===== src/core_pkg.sv =====
// core_pkg: shared widths, opcodes, ALU operations and the decoded bundle of the core
`default_nettype none

package core_pkg;

    localparam int XLEN       = 32;
    localparam int REG_ADDR_W = 5;
    localparam int NUM_REGS   = 32;

    // multiplier occupancy and its step counter
    localparam int MUL_CYCLES = 32;
    localparam int MUL_CNT_W  = $clog2(MUL_CYCLES);

    // major opcodes
    localparam logic [6:0] OPC_OP     = 7'b0110011;
    localparam logic [6:0] OPC_OP_IMM = 7'b0010011;
    localparam logic [6:0] OPC_LUI    = 7'b0110111;

    localparam logic [6:0] FUNCT7_MUL = 7'b0000001;
    localparam logic [6:0] FUNCT7_SUB = 7'b0100000;

    // addi x0, x0, 0
    localparam logic [XLEN-1:0] NOP_INST = 32'h0000_0013;

    typedef enum logic [2:0] {
        ALU_ADD  = 3'd0,
        ALU_SUB  = 3'd1,
        ALU_AND  = 3'd2,
        ALU_OR   = 3'd3,
        ALU_XOR  = 3'd4,
        ALU_PASS = 3'd5
    } alu_op_e;

    typedef struct packed {
        alu_op_e               alu_op;
        logic                  imm_sel;
        logic [XLEN-1:0]       imm;
        logic                  long_inst;
        logic                  we;
        logic [REG_ADDR_W-1:0] rd;
        logic [REG_ADDR_W-1:0] rs1;
        logic [REG_ADDR_W-1:0] rs2;
    } dec_info_t;

endpackage

`default_nettype wire


===== src/wb_if.sv =====
// wb_if: one result travelling from an execute unit to writeback with ready/valid
`timescale 1ns/1ps
`default_nettype none

interface wb_if;

    logic                           valid;
    logic [core_pkg::REG_ADDR_W-1:0] addr;
    logic [core_pkg::XLEN-1:0]       data;
    logic                           ready;

    // execute side holds valid, addr and data until ready
    modport source (
        output valid, addr, data,
        input  ready
    );

    modport sink (
        input  valid, addr, data,
        output ready
    );

endinterface

`default_nettype wire


===== src/ifu.sv =====
// ifu: program counter and fetched-instruction register
`timescale 1ns/1ps
`default_nettype none

module ifu (
    input  logic                      clk,
    input  logic                      rst_n_i,
    input  logic                      stall_i,
    input  logic [core_pkg::XLEN-1:0] inst_i,
    output logic [core_pkg::XLEN-1:0] pc_o,
    output logic [core_pkg::XLEN-1:0] inst_o
);

    logic [core_pkg::XLEN-1:0] pc_q;
    logic [core_pkg::XLEN-1:0] inst_q;

    // straight-line fetch, both registers freeze on a stall
    always_ff @(posedge clk or negedge rst_n_i) begin
        if (!rst_n_i) begin
            pc_q   <= '0;
            inst_q <= core_pkg::NOP_INST;
        end else if (!stall_i) begin
            pc_q   <= pc_q + core_pkg::XLEN'(4);
            inst_q <= inst_i;
        end
    end

    assign pc_o   = pc_q;
    assign inst_o = inst_q;

endmodule

`default_nettype wire


===== src/idu.sv =====
// idu: instruction decoder and the decode-to-execute pipeline register
`timescale 1ns/1ps
`default_nettype none

module idu (
    input  logic                      clk,
    input  logic                      rst_n_i,
    input  logic                      stall_i,
    input  logic [core_pkg::XLEN-1:0] inst_i,
    output logic                      issue_o,
    output core_pkg::dec_info_t       dec_o,
    output core_pkg::dec_info_t       pre_dec_o
);

    logic [6:0]                      opcode;
    logic [2:0]                      funct3;
    logic [6:0]                      funct7;
    logic [core_pkg::REG_ADDR_W-1:0] rd;
    logic                            known;
    core_pkg::dec_info_t             dec;

    assign opcode = inst_i[6:0];
    assign funct3 = inst_i[14:12];
    assign funct7 = inst_i[31:25];
    assign rd     = inst_i[11:7];

    always_comb begin
        dec        = '0;
        dec.alu_op = core_pkg::ALU_ADD;
        dec.rd     = rd;
        known      = 1'b0;
        case (opcode)
            core_pkg::OPC_OP: begin
                dec.rs1 = inst_i[19:15];
                dec.rs2 = inst_i[24:20];
                known   = 1'b1;
                case ({funct7, funct3})
                    {7'b0000000, 3'b000}:          dec.alu_op = core_pkg::ALU_ADD;
                    {core_pkg::FUNCT7_SUB, 3'b000}: dec.alu_op = core_pkg::ALU_SUB;
                    {7'b0000000, 3'b100}:          dec.alu_op = core_pkg::ALU_XOR;
                    {7'b0000000, 3'b110}:          dec.alu_op = core_pkg::ALU_OR;
                    {7'b0000000, 3'b111}:          dec.alu_op = core_pkg::ALU_AND;
                    {core_pkg::FUNCT7_MUL, 3'b000}: dec.long_inst = 1'b1;
                    default:                       known = 1'b0;
                endcase
            end
            core_pkg::OPC_OP_IMM: begin
                // only addi is supported
                dec.rs1     = inst_i[19:15];
                dec.imm     = {{20{inst_i[31]}}, inst_i[31:20]};
                dec.imm_sel = 1'b1;
                known       = (funct3 == 3'b000);
            end
            core_pkg::OPC_LUI: begin
                dec.imm     = {inst_i[31:12], 12'b0};
                dec.imm_sel = 1'b1;
                dec.alu_op  = core_pkg::ALU_PASS;
                known       = 1'b1;
            end
            default: known = 1'b0;
        endcase
        // writes to x0 and unknown opcodes collapse to a plain no-op
        dec.we = known && (rd != '0);
        if (!dec.we) begin
            dec.long_inst = 1'b0;
            dec.rs1       = '0;
            dec.rs2       = '0;
        end
    end

    assign pre_dec_o = dec;

    always_ff @(posedge clk or negedge rst_n_i) begin
        if (!rst_n_i) begin
            issue_o <= 1'b0;
            dec_o   <= '0;
        end else begin
            // a stalled slot issues nothing, the payload holds
            issue_o <= !stall_i;
            if (!stall_i) begin
                dec_o <= dec;
            end
        end
    end

endmodule

`default_nettype wire


===== src/hdu.sv =====
// hdu: per-register busy scoreboard, multiplier occupancy and the issue stall
`timescale 1ns/1ps
`default_nettype none

module hdu (
    input  logic                            clk,
    input  logic                            rst_n_i,
    input  core_pkg::dec_info_t             dec_i,
    input  logic                            issue_i,
    input  logic                            commit_i,
    input  logic [core_pkg::REG_ADDR_W-1:0] commit_addr_i,
    input  logic                            alu_stall_i,
    output logic                            stall_o
);

    logic [core_pkg::NUM_REGS-1:0]   busy_q;
    logic [core_pkg::NUM_REGS-1:0]   busy_v;
    logic [core_pkg::NUM_REGS-1:0]   set_vec;
    logic [core_pkg::NUM_REGS-1:0]   clr_vec;
    logic                            mul_busy_q;
    logic                            mul_busy_v;
    logic [core_pkg::REG_ADDR_W-1:0] mul_rd_q;
    // copy of the instruction sitting in the issue register
    logic                            we_q;
    logic                            long_q;
    logic [core_pkg::REG_ADDR_W-1:0] rd_q;

    assign set_vec = (issue_i && we_q) ? (core_pkg::NUM_REGS'(1) << rd_q) : '0;
    assign clr_vec = commit_i ? (core_pkg::NUM_REGS'(1) << commit_addr_i) : '0;

    // the instruction issuing this cycle already counts as busy
    assign busy_v     = busy_q | set_vec;
    assign mul_busy_v = mul_busy_q | (issue_i && long_q);

    assign stall_o = busy_v[dec_i.rs1] | busy_v[dec_i.rs2]
                   | (dec_i.we && busy_v[dec_i.rd])
                   | (dec_i.long_inst && mul_busy_v)
                   | alu_stall_i;

    always_ff @(posedge clk or negedge rst_n_i) begin
        if (!rst_n_i) begin
            busy_q     <= '0;
            mul_busy_q <= 1'b0;
            we_q       <= 1'b0;
            long_q     <= 1'b0;
        end else begin
            busy_q <= (busy_q & ~clr_vec) | set_vec;
            if (issue_i && long_q) begin
                mul_busy_q <= 1'b1;
            end else if (commit_i && (commit_addr_i == mul_rd_q)) begin
                // only the multiplier can write its rd while it runs
                mul_busy_q <= 1'b0;
            end
            if (!stall_o) begin
                we_q   <= dec_i.we;
                long_q <= dec_i.long_inst;
            end
        end
    end

    always_ff @(posedge clk) begin
        if (!stall_o) begin
            rd_q <= dec_i.rd;
        end
        if (issue_i && long_q) begin
            mul_rd_q <= rd_q;
        end
    end

endmodule

`default_nettype wire


===== src/regs.sv =====
// regs: 32-entry integer register file with write-through reads
`timescale 1ns/1ps
`default_nettype none

module regs (
    input  logic                            clk,
    input  logic                            rst_n_i,
    input  logic                            we_i,
    input  logic [core_pkg::REG_ADDR_W-1:0] waddr_i,
    input  logic [core_pkg::XLEN-1:0]       wdata_i,
    input  logic [core_pkg::REG_ADDR_W-1:0] raddr1_i,
    input  logic [core_pkg::REG_ADDR_W-1:0] raddr2_i,
    output logic [core_pkg::XLEN-1:0]       rdata1_o,
    output logic [core_pkg::XLEN-1:0]       rdata2_o
);

    logic [core_pkg::XLEN-1:0] rf_q [core_pkg::NUM_REGS];

    always_ff @(posedge clk or negedge rst_n_i) begin
        if (!rst_n_i) begin
            for (int i = 0; i < core_pkg::NUM_REGS; i++) begin
                rf_q[i] <= '0;
            end
        end else if (we_i && (waddr_i != '0)) begin
            rf_q[waddr_i] <= wdata_i;
        end
    end

    // x0 is hardwired, a write in the same cycle is forwarded
    assign rdata1_o = (raddr1_i == '0) ? '0 :
                      (we_i && (waddr_i == raddr1_i)) ? wdata_i : rf_q[raddr1_i];
    assign rdata2_o = (raddr2_i == '0) ? '0 :
                      (we_i && (waddr_i == raddr2_i)) ? wdata_i : rf_q[raddr2_i];

endmodule

`default_nettype wire


===== src/exu.sv =====
// exu: single-cycle ALU with a result register held until writeback accepts it
`timescale 1ns/1ps
`default_nettype none

module exu (
    input  logic                      clk,
    input  logic                      rst_n_i,
    input  logic                      issue_i,
    input  core_pkg::dec_info_t       dec_i,
    input  logic [core_pkg::XLEN-1:0] rs1_data_i,
    input  logic [core_pkg::XLEN-1:0] rs2_data_i,
    wb_if.source                      wb,
    output logic                      stall_o
);

    logic [core_pkg::XLEN-1:0]       opb;
    logic [core_pkg::XLEN-1:0]       alu_res;
    logic                            alu_req;
    logic                            slot_free;
    logic                            valid_q;
    // issued while the result register was still waiting
    logic                            pend_q;
    logic [core_pkg::XLEN-1:0]       res_q;
    logic [core_pkg::REG_ADDR_W-1:0] rd_q;

    assign opb = dec_i.imm_sel ? dec_i.imm : rs2_data_i;

    always_comb begin
        case (dec_i.alu_op)
            core_pkg::ALU_ADD:  alu_res = rs1_data_i + opb;
            core_pkg::ALU_SUB:  alu_res = rs1_data_i - opb;
            core_pkg::ALU_AND:  alu_res = rs1_data_i & opb;
            core_pkg::ALU_OR:   alu_res = rs1_data_i | opb;
            core_pkg::ALU_XOR:  alu_res = rs1_data_i ^ opb;
            core_pkg::ALU_PASS: alu_res = dec_i.imm;
            default:            alu_res = '0;
        endcase
    end

    assign alu_req   = (issue_i || pend_q) && dec_i.we && !dec_i.long_inst;
    assign slot_free = !valid_q || wb.ready;

    always_ff @(posedge clk or negedge rst_n_i) begin
        if (!rst_n_i) begin
            valid_q <= 1'b0;
            pend_q  <= 1'b0;
        end else if (alu_req && slot_free) begin
            valid_q <= 1'b1;
            pend_q  <= 1'b0;
        end else begin
            if (wb.ready) begin
                valid_q <= 1'b0;
            end
            if (alu_req) begin
                pend_q <= 1'b1;
            end
        end
    end

    always_ff @(posedge clk) begin
        if (alu_req && slot_free) begin
            res_q <= alu_res;
            rd_q  <= dec_i.rd;
        end
    end

    assign wb.valid = valid_q;
    assign wb.addr  = rd_q;
    assign wb.data  = res_q;
    assign stall_o  = valid_q && !wb.ready;

endmodule

`default_nettype wire


===== src/muldiv.sv =====
// muldiv: iterative shift-add multiplier returning the low word of the product
`timescale 1ns/1ps
`default_nettype none

module muldiv (
    input  logic                      clk,
    input  logic                      rst_n_i,
    input  logic                      issue_i,
    input  core_pkg::dec_info_t       dec_i,
    input  logic [core_pkg::XLEN-1:0] rs1_data_i,
    input  logic [core_pkg::XLEN-1:0] rs2_data_i,
    wb_if.source                      wb
);

    logic                            start;
    logic                            run_q;
    logic                            valid_q;
    logic [core_pkg::MUL_CNT_W-1:0]  cnt_q;
    logic [core_pkg::XLEN-1:0]       acc_q;
    logic [core_pkg::XLEN-1:0]       mcand_q;
    logic [core_pkg::XLEN-1:0]       mplier_q;
    logic [core_pkg::XLEN-1:0]       addend;
    logic [core_pkg::REG_ADDR_W-1:0] rd_q;

    assign start  = issue_i && dec_i.long_inst && !run_q && !valid_q;
    assign addend = mplier_q[0] ? mcand_q : '0;

    // first step is folded into the load, the last one raises valid
    always_ff @(posedge clk or negedge rst_n_i) begin
        if (!rst_n_i) begin
            run_q   <= 1'b0;
            valid_q <= 1'b0;
            cnt_q   <= '0;
        end else if (start) begin
            run_q <= 1'b1;
            cnt_q <= core_pkg::MUL_CNT_W'(1);
        end else if (run_q) begin
            cnt_q <= cnt_q + 1'b1;
            if (cnt_q == core_pkg::MUL_CNT_W'(core_pkg::MUL_CYCLES - 1)) begin
                run_q   <= 1'b0;
                valid_q <= 1'b1;
            end
        end else if (valid_q && wb.ready) begin
            valid_q <= 1'b0;
        end
    end

    always_ff @(posedge clk) begin
        if (start) begin
            acc_q    <= rs2_data_i[0] ? rs1_data_i : '0;
            mcand_q  <= rs1_data_i << 1;
            mplier_q <= rs2_data_i >> 1;
            rd_q     <= dec_i.rd;
        end else if (run_q) begin
            acc_q    <= acc_q + addend;
            mcand_q  <= mcand_q << 1;
            mplier_q <= mplier_q >> 1;
        end
    end

    assign wb.valid = valid_q;
    assign wb.addr  = rd_q;
    assign wb.data  = acc_q;

endmodule

`default_nettype wire


===== src/wbu.sv =====
// wbu: writeback arbiter giving the multiplier priority over the ALU
`timescale 1ns/1ps
`default_nettype none

module wbu (
    wb_if.sink                              alu,
    wb_if.sink                              mul,
    output logic                            we_o,
    output logic [core_pkg::REG_ADDR_W-1:0] waddr_o,
    output logic [core_pkg::XLEN-1:0]       wdata_o
);

    logic mul_grant;
    logic alu_grant;

    // fixed priority, one register write per cycle
    assign mul_grant = mul.valid;
    assign alu_grant = alu.valid && !mul.valid;

    assign mul.ready = 1'b1;
    assign alu.ready = !mul.valid;

    always_comb begin
        we_o    = 1'b0;
        waddr_o = '0;
        wdata_o = '0;
        if (mul_grant) begin
            we_o    = 1'b1;
            waddr_o = mul.addr;
            wdata_o = mul.data;
        end else if (alu_grant) begin
            we_o    = 1'b1;
            waddr_o = alu.addr;
            wdata_o = alu.data;
        end
    end

endmodule

`default_nettype wire


===== src/cpu_top.sv =====
// cpu_top: in-order RV32 integer core with out-of-order multiply writeback
`timescale 1ns/1ps
`default_nettype none

module cpu_top (
    input  logic                            clk,
    input  logic                            rst_n_i,
    output logic [core_pkg::XLEN-1:0]       pc_o,
    input  logic [core_pkg::XLEN-1:0]       inst_i,
    output logic                            wb_valid_o,
    output logic [core_pkg::REG_ADDR_W-1:0] wb_addr_o,
    output logic [core_pkg::XLEN-1:0]       wb_data_o
);

    logic [core_pkg::XLEN-1:0] ifu_inst;
    logic                      idu_issue;
    core_pkg::dec_info_t       idu_dec;
    core_pkg::dec_info_t       idu_pre_dec;
    logic                      hdu_stall;
    logic                      exu_stall;
    logic [core_pkg::XLEN-1:0] rs1_data;
    logic [core_pkg::XLEN-1:0] rs2_data;

    wb_if alu_wb ();
    wb_if mul_wb ();

    ifu u_ifu (
        .clk    (clk),
        .rst_n_i(rst_n_i),
        .stall_i(hdu_stall),
        .inst_i (inst_i),
        .pc_o   (pc_o),
        .inst_o (ifu_inst)
    );

    idu u_idu (
        .clk      (clk),
        .rst_n_i  (rst_n_i),
        .stall_i  (hdu_stall),
        .inst_i   (ifu_inst),
        .issue_o  (idu_issue),
        .dec_o    (idu_dec),
        .pre_dec_o(idu_pre_dec)
    );

    hdu u_hdu (
        .clk          (clk),
        .rst_n_i      (rst_n_i),
        .dec_i        (idu_pre_dec),
        .issue_i      (idu_issue),
        .commit_i     (wb_valid_o),
        .commit_addr_i(wb_addr_o),
        .alu_stall_i  (exu_stall),
        .stall_o      (hdu_stall)
    );

    // operands are read in the execute cycle
    regs u_regs (
        .clk     (clk),
        .rst_n_i (rst_n_i),
        .we_i    (wb_valid_o),
        .waddr_i (wb_addr_o),
        .wdata_i (wb_data_o),
        .raddr1_i(idu_dec.rs1),
        .raddr2_i(idu_dec.rs2),
        .rdata1_o(rs1_data),
        .rdata2_o(rs2_data)
    );

    exu u_exu (
        .clk       (clk),
        .rst_n_i   (rst_n_i),
        .issue_i   (idu_issue),
        .dec_i     (idu_dec),
        .rs1_data_i(rs1_data),
        .rs2_data_i(rs2_data),
        .wb        (alu_wb),
        .stall_o   (exu_stall)
    );

    muldiv u_muldiv (
        .clk       (clk),
        .rst_n_i   (rst_n_i),
        .issue_i   (idu_issue),
        .dec_i     (idu_dec),
        .rs1_data_i(rs1_data),
        .rs2_data_i(rs2_data),
        .wb        (mul_wb)
    );

    // the register write doubles as the commit port
    wbu u_wbu (
        .alu    (alu_wb),
        .mul    (mul_wb),
        .we_o   (wb_valid_o),
        .waddr_o(wb_addr_o),
        .wdata_o(wb_data_o)
    );

endmodule

`default_nettype wire


===== config.mk =====
export PLATFORM = sky130hd
export DESIGN_NAME = cpu_top
export DESIGN_NICKNAME = d
export VERILOG_FILES = /design/src/core_pkg.sv /design/src/wb_if.sv /design/src/ifu.sv /design/src/idu.sv /design/src/hdu.sv /design/src/regs.sv /design/src/exu.sv /design/src/muldiv.sv /design/src/wbu.sv /design/src/cpu_top.sv
export SDC_FILE = /design/constraint.sdc
export NUM_CORES = 2
export LEC_CHECK = 0
export ABC_CLOCK_PERIOD_IN_PS = 7870
export BUFFER_PORTS_ARGS = -buffer_cell sky130_fd_sc_hd__buf_2
export CAP_MARGIN = 40
export CELL_PAD_IN_SITES_DETAIL_PLACEMENT = 0
export CELL_PAD_IN_SITES_GLOBAL_PLACEMENT = 1
export CORE_MARGIN = 2
export CORE_UTILIZATION = 36
export DETAILED_ROUTE_END_ITERATION = 6
export PLACE_DENSITY = 0.63
export SLEW_MARGIN = 20
export SYNTH_ARGS = -nofsm -noshare
export SYNTH_HDL_FRONTEND = slang
export SYNTH_SLANG_ARGS = --single-unit

===== constraint.sdc =====
create_clock -name clk -period 7.87 [get_ports clk]
set_input_delay 0 -clock clk [delete_from_list [all_inputs] [get_ports clk]]
set_output_delay 0 -clock clk [all_outputs]
set_load 0.01 [all_outputs]

# Yosys cells after proc, flatten, opt, wreduce, memory -nomap -nowiden
# Index checks and enable logic that the tools add are counted.
# op_classes
magnitude_cmp	7
n_mux	61
addsub	5
bitwise	16
shift	2
div	0
n_reduce_logical	37
n_eq_ne	19
multipliers	0
# ops
operator	count
$bwmux 1024	1
$mux 32	20
$bmux 32 s5	2
$pmux 32 s6	1
$demux 32 s5	1
$or 32x32->32	3
$pmux 33 s2	1
$add 32x32->32	2
$and 32x32->32	2
$shl 1x5->32 const A	2
$mux 31	2
$add 32x3->32 const B	1
$not 32->32	1
$sub 32x32->32	1
$xor 32x32->32	1
$eq 10x3->1 const B	3
$mux 5	6
$mux 1	20
$ge 6x6->1 const B	3
$lt 5x6->1 const B	3
$not 5->6	3
$logic_and 1x1->1	17
$bmux 1 s5	3
$eq 5x5->1	3
other kinds (27)	45
# totals
mem_bits_ro	0
inputBits	34
register_bits	1330
output_inout_bits	70
wordCells	205
n_memories	0
latchBits	0
ramBits	0

# Longest topological paths before layout
# logic_depth
word_depth	13
depth_mapped	32
ltp_nobuf	26

# By module
# From an unflattened synthesis, not the netlist that was laid out.
# hier_totals
cells_unflattened	5961
area_unflattened_um2	75607.5
# by_module_without_submodules
mod	area_per_inst_um2	n_inst	seq_area_each_um2	cells_per_inst
regs	54387.2	1	25624.6	3707
muldiv	6214.7	1	3148.0	669
exu	5931.9	1	1161.1	725
hdu	3404.5	1	1176.1	402
idu	2680.1	1	1351.3	220
ifu	2570.0	1	1555.2	188
wbu	419.2	1	0.0	50

# Least setup slack after synthesis
# OpenSTA, ideal clock, no wires.
# synth_path
path_type	reg-to-reg
start	reg u_idu.dec_o[1] (netlist name)
end	reg u_exu.res_q (netlist bit u_exu.wb.data[31]), data pin
path_buffers	5
slack_ns	1.443
t_arrival_ns	6.160
t_required_ns	7.602
period_less_slack_ns	6.427
setup_ns	0.268
path_stages_with_launch	30
cell_sequence	dfrtp_1 buf_4 buf_4 buf_4 clkbuf_1 buf_1 mux4_2 a22oi_1 nand4_1 mux2i_1 a2bb2oi_1 ha_1 and2_1 and2_1 nand2_1 o31ai_1 xnor2_1 ha_1 o21a_1 o21a_1 o211ai_1 a2111oi_0 a2111oi_0 a21oi_1 nand4_1 nand4b_1 a21o_1 a31oi_1 xnor2_1 o211ai_2
# synth_between
elab_chain_cells	9
elab_cells_between_ends	16
cone_classes	add/sub (2); eq/ne (1); mux (7); bitwise (4); reduce/logical (2)
# synth_lines
element	line_no	rtl
from (decl)	idu.sv:11	output core_pkg::dec_info_t dec_o,
from (signal assigned)	idu.sv:76	dec_o <= '0;
from (signal assigned)	idu.sv:81	dec_o <= dec;
$not 5->6 (implied by the code)	regs.sv:33	(we_i && (waddr_i == raddr2_i)) ? wdata_i : rf_q[raddr2_i];
$bmux 32 s5	regs.sv:33	
$mux 32 (implied by the code) (2 in series)	regs.sv:33	
$mux 32	regs.sv:33	
$mux 32 (*)	regs.sv:32	assign rdata2_o = (raddr2_i == '0) ? '0 :
$mux 32 (*)	exu.sv:26	assign opb = dec_i.imm_sel ? dec_i.imm : rs2_data_i;
$sub 32x32->32 (tied with other cells)	exu.sv:31	core_pkg::ALU_SUB: alu_res = rs1_data_i - opb;
$pmux 32 s6 (*)	exu.sv:29	case (dec_i.alu_op)
to (signal assigned)	exu.sv:62	res_q <= alu_res;
to (decl)	exu.sv:23	logic [core_pkg::XLEN-1:0] res_q;
# Every way passes the cells marked *; elsewhere a longest branch is shown, timed or not. The select of a mux whose other input is x is not followed.
# A chain may end at the register's enable or synchronous reset.

# Worst setup path in the final report
# layout_path
start	reg u_idu.dec_o[0] (netlist name)
end	reg u_exu.res_q (netlist bit u_exu.wb.data[31]), data pin
# The elaborated chain is that of the path after synthesis.

==> metrics.md <==
| Metric | Value |
|---|---|
| Proportion of netlist area held by the largest area contributor | 0.409 |
| Clock root cell | sky130_fd_sc_hd__clkbuf_16 |
| # IOs | 104 |
| Actual slew at the worst max-slew pin | 1060 ps |
| Power per unit of standard cell area | 182 mW/mm2 |
| Sequential group share of total power | 0.472 |
| Total standard cell area after synthesis | 0.0722 mm2 |
| Routed wirelength normalized by instance count | 28.7 um |
| Worst slack at placement | 388 ps |
| Full die area | 0.204 mm2 |
| Syn Inst Count | 6700 |
| DIE WIDTH | 452 um |
| Net switching component of the power | 0.00340 W |
| Internal power | 0.0116 W |
| Part of the Yosys area used for sequential elements | 0.470 |
| Fraction of power consumed by the clock network | 0.500 |
| Num Clock Sinks | 1328 |
| Port Buf Inserts | 101 |
| Buffer levels on the longest clock path | 3 |
| Critical path endpoint category | flop |
| Number of buffers added by the clock tree synthesis step | 153 |
| Wire length of the first global-routing pass | 395 mm |
| TritonCTS clock tree | done |
| Internal reg-to-reg setup slack | 460 ps |
| Max_slew headroom | 0.293 |
| Overall overflow remaining after global route | 0 |
| Top cell types by occurrence after synthesis | sky130_fd_sc_hd__dfrtp_1, sky130_fd_sc_hd__nand2_1, sky130_fd_sc_hd__o21ai_0 |
| Residual DRC count | 1 |
| Effective utilization at floorplan | 0.362 |
| Hold violation total from the final report | 0 |
| Gpl congestion | 0.930 |
| Combinational share of power | 0.028 |
| Yosys top cell by area | sky130_fd_sc_hd__dfrtp_1 |
| Final Slew Violations | 0 |
| Largest net degree at the start of global routing | 176 |
| Drt initial violations | 5865 |
| Total global-route track usage | 0.263 |
| Leakage power | 34.3 nW |
| HPWL reported at the end of detailed placement | 176 mm |
| Top flip-flop cell by instance count after synthesis | sky130_fd_sc_hd__dfrtp_1 |
| Max cap viols | 0 |
| Fin Setup TNS | 0 ps |
| Endpoint of the most critical register-to-register path | u_exu.wb.data[31]$_SDFFCE_PN0P_ |
| Core ar. | 0.199 mm2 |
| Hold_ws | 395 ps |
| Worst Setup SP | u_idu.dec_o[0]$_DFFE_PN0P_ |
| Worst clock skew on the final layout | 36.5 ps |
| Antenna viol nets, final | 0 |
| Type of the worst setup path | reg -> reg |
| Unique cell type count in the Yosys netlist | 89 |
| CP Launch Type | flop |
| Worst r2r src | u_idu.dec_o[0]$_DFFE_PN0P_ |
| Worst ir drop on vdd | 0.158 mV |
| Register clock-pin slew on the reported worst setup and hold paths | 60 ps |
| Achievable Freq | 135 MHz |
| H-tree depth reported by CTS | 4 |
| Number of filler instances in the final layout | 19200 |
| Number of flops mapped to enable cells by yosys | 146 |
| Unrepaired setup endpoints after global routing | false |
| Number of iterations in the first detailed-routing pass | 7 |
| Syn Area/Cell | 10.8 um2 |
| Worst Hold Class | reg -> reg |
| Net count of the finished layout | 6785 |
| Final critical path time including I/O delays and setup | 7410 ps |
| Flop and latch count out of synthesis | 1328 |
| PnR worst setup slack | 464 ps |
| Maximum fanout count along the critical path | 32 |
| Synth Warn # | 0 |
| Number of setup violations in the final report | 0 |
| Total length of routed wires | 270 mm |
| Failing checks | design-rule violations |
| Die span in y | 452 um |
| Number of global-route vias before repair | 54600 |
| Worst reg2reg path depth | 25 |
| Vias per std cell | 5.87 |
| Number of rows in the core area | 164 |
| Critical path endpoint | u_exu.wb.data[31]$_SDFFCE_PN0P_ |
| Switching power share of the total | 0.227 |
| Share of the clock period used by the worst path after layout | 0.941 |
| Overall via count from detail_route | 55200 |
| Required time at the worst-slack endpoint | 8410 ps |
| Top-count cell post-synth | sky130_fd_sc_hd__dfrtp_1 |
| Layout overhead on the synthesized area | 13.9% |
| Share of final-layout standard cells stronger than drive strength 1 | 0.194 |
| Overall power after layout | 0.0150 W |
| Status | finished, violations left |
| Worst skew pair latency | 820 ps |
| Arrival time of the worst setup path | 7940 ps |
| Async SR Flop Fraction | 0.890 |
| Initial antenna violation count | 11 |
| Cell types occupying the most area after synthesis | sky130_fd_sc_hd__dfrtp_1, sky130_fd_sc_hd__mux4_2, sky130_fd_sc_hd__edfxtp_1 |
[how the worst min path moves through the flow]
stage,start,endpoint,cells past startpoint
after floorplan,rst_n_i,u_exu.pend_q$_DFFE_PN0P_,0
after global placement,rst_n_i,u_idu.dec_o[21]$_DFFE_PN0P_,1
after detailed placement,rst_n_i,u_idu.dec_o[21]$_DFFE_PN0P_,1
after CTS,rst_n_i,u_ifu.inst_o[0]$_DFFE_PN1P_,3
after global routing,rst_n_i,u_ifu.inst_o[0]$_DFFE_PN1P_,3
final,u_regs.rf_q[1014]$_DFFE_PN0P_,u_regs.rf_q[1014]$_DFFE_PN0P_,0
[logic make-up (layout without fill, tap and decap cells)]
group | after synthesis | after routing | synth area share
other | 1 | 3 | 0.0000519
AND/OR/NAND/NOR | 1730 | 1730 | 0.100
flip-flops | 1328 | 1328 | 0.470
AO/OA/AOI/OAI | 1790 | 1790 | 0.142
XOR/XNOR | 124 | 124 | 0.0150
buffers and inverters | 795 | 837 | 0.0448
adder cells (fa/ha/maj) | 131 | 131 | 0.0229
multiplexers | 801 | 801 | 0.205
[critical path: stages, from the launching register on]
cell	delay, ps
sky130_fd_sc_hd__dfrtp_4	560
sky130_fd_sc_hd__buf_12	320
sky130_fd_sc_hd__buf_4	380
sky130_fd_sc_hd__buf_4	300
sky130_fd_sc_hd__mux4_2	540
sky130_fd_sc_hd__o221ai_1	660
sky130_fd_sc_hd__a21oi_1	190
sky130_fd_sc_hd__and4b_1	310
sky130_fd_sc_hd__and2_1	240
sky130_fd_sc_hd__nand2_1	240
sky130_fd_sc_hd__o31ai_1	340
sky130_fd_sc_hd__xnor2_1	110
sky130_fd_sc_hd__ha_1	400
sky130_fd_sc_hd__o21a_1	220
sky130_fd_sc_hd__o21a_1	180
sky130_fd_sc_hd__o211ai_1	200
sky130_fd_sc_hd__a2111oi_0	110
sky130_fd_sc_hd__a2111oi_0	510
sky130_fd_sc_hd__buf_4	220
sky130_fd_sc_hd__a21oi_1	120
sky130_fd_sc_hd__nand4_1	120
sky130_fd_sc_hd__nand4b_1	120
sky130_fd_sc_hd__a21o_1	220
sky130_fd_sc_hd__a31oi_1	230
sky130_fd_sc_hd__xnor2_1	170
sky130_fd_sc_hd__o211ai_2	90
[metrics by stage]
stage | cells | cell area (um2) | utilization
3_3_place_gp | 9022 | 75800 | 0.380
4_1_cts | 9394 | 82100 | 0.412
2_1_floorplan | 6701 | 72200 | -
5_1_grt | 9400 | 82200 | 0.412
3_5_place_dp | 9049 | 76200 | 0.382
6_report | 9400 | 82200 | 0.412
[cells in the final DEF, fill, tap and decap left out, types with 18 or more instances in the layout]
master,synthesis,final
sky130_fd_sc_hd__dfrtp_1,1179,1170
sky130_fd_sc_hd__nand2_1,869,850
sky130_fd_sc_hd__o21ai_0,746,746
sky130_fd_sc_hd__a21oi_1,564,563
sky130_fd_sc_hd__nor2_1,552,540
sky130_fd_sc_hd__mux4_2,534,534
sky130_fd_sc_hd__mux2i_1,211,210
sky130_fd_sc_hd__buf_4,21,182
sky130_fd_sc_hd__clkbuf_16,0,163
sky130_fd_sc_hd__edfxtp_1,146,146
sky130_fd_sc_hd__inv_1,144,144
sky130_fd_sc_hd__ha_1,129,129
sky130_fd_sc_hd__buf_2,43,109
sky130_fd_sc_hd__a22oi_1,126,94
sky130_fd_sc_hd__xnor2_1,71,71
sky130_fd_sc_hd__o22ai_1,69,69
sky130_fd_sc_hd__dlygate4sd3_1,0,66
sky130_fd_sc_hd__nand3_1,61,58
sky130_fd_sc_hd__mux2_2,54,54
sky130_fd_sc_hd__xor2_1,53,53
sky130_fd_sc_hd__o211ai_1,50,50
sky130_fd_sc_hd__and2_1,53,46
sky130_fd_sc_hd__clkbuf_8,0,44
sky130_fd_sc_hd__nor3_1,44,43
sky130_fd_sc_hd__a22o_1,41,41
sky130_fd_sc_hd__buf_12,1,35
sky130_fd_sc_hd__a22oi_2,2,34
sky130_fd_sc_hd__clkbuf_1,472,34
sky130_fd_sc_hd__a31oi_1,27,27
sky130_fd_sc_hd__nor2b_1,27,23
sky130_fd_sc_hd__o21a_1,20,20
sky130_fd_sc_hd__nand4_1,20,20
sky130_fd_sc_hd__a21o_1,19,19
sky130_fd_sc_hd__nand2_4,0,19
sky130_fd_sc_hd__nor4_1,18,18
[layout make-up]
cell class	instances	area [um2]	area share
diodes	1	2.50	0.0000304
clock buffers	241	4810	0.0585
clock inverters	37	447	0.00543
inverters	152	571	0.00694
multi-input cells	4578	35500	0.431
flip-flops and latches	1328	34000	0.413
well taps	2656	3320	0.0404
repair buffers	407	3610	0.0439
[state kept, by name, indices dropped and copies added, names as in the netlist, 30 cells and up]
register,cells
u_muldiv.wb.data,32
u_idu.dec_o,51
u_exu.wb.data,32
u_muldiv.mplier_q,31
u_ifu.inst_o,32
u_ifu.pc_o,30
u_hdu.busy_q,32
u_muldiv.mcand_q,31
u_regs.rf_q,1024
[routing by layer]
metal	track usage	wire (um)	up-vias
li1	-	-	24200
met1	0.363	116000	28400
met2	0.411	124000	2122
met3	0.0429	17400	529
met4	0.112	12500	6
met5	0	42	-
[power groups by stage]
stage               clock network, W  logic (W)  registers [W]
global placement                   0   0.000392        0.00720
global route                 0.00788   0.000477        0.00708
finish                       0.00750   0.000423        0.00707
floorplan                          0   0.000188        0.00717
detailed placement                 0   0.000401        0.00720
CTS                          0.00762   0.000430        0.00707
[repair_timing]
item                                    CTS  global route
buffers inserted                          0             1
hold buffers                             67             0
resized for setup                         0             3
endpoints found under the setup margin    0             1
endpoints found under the hold margin   714             0
Note: power is estimated with default switching activity, not from simulation.
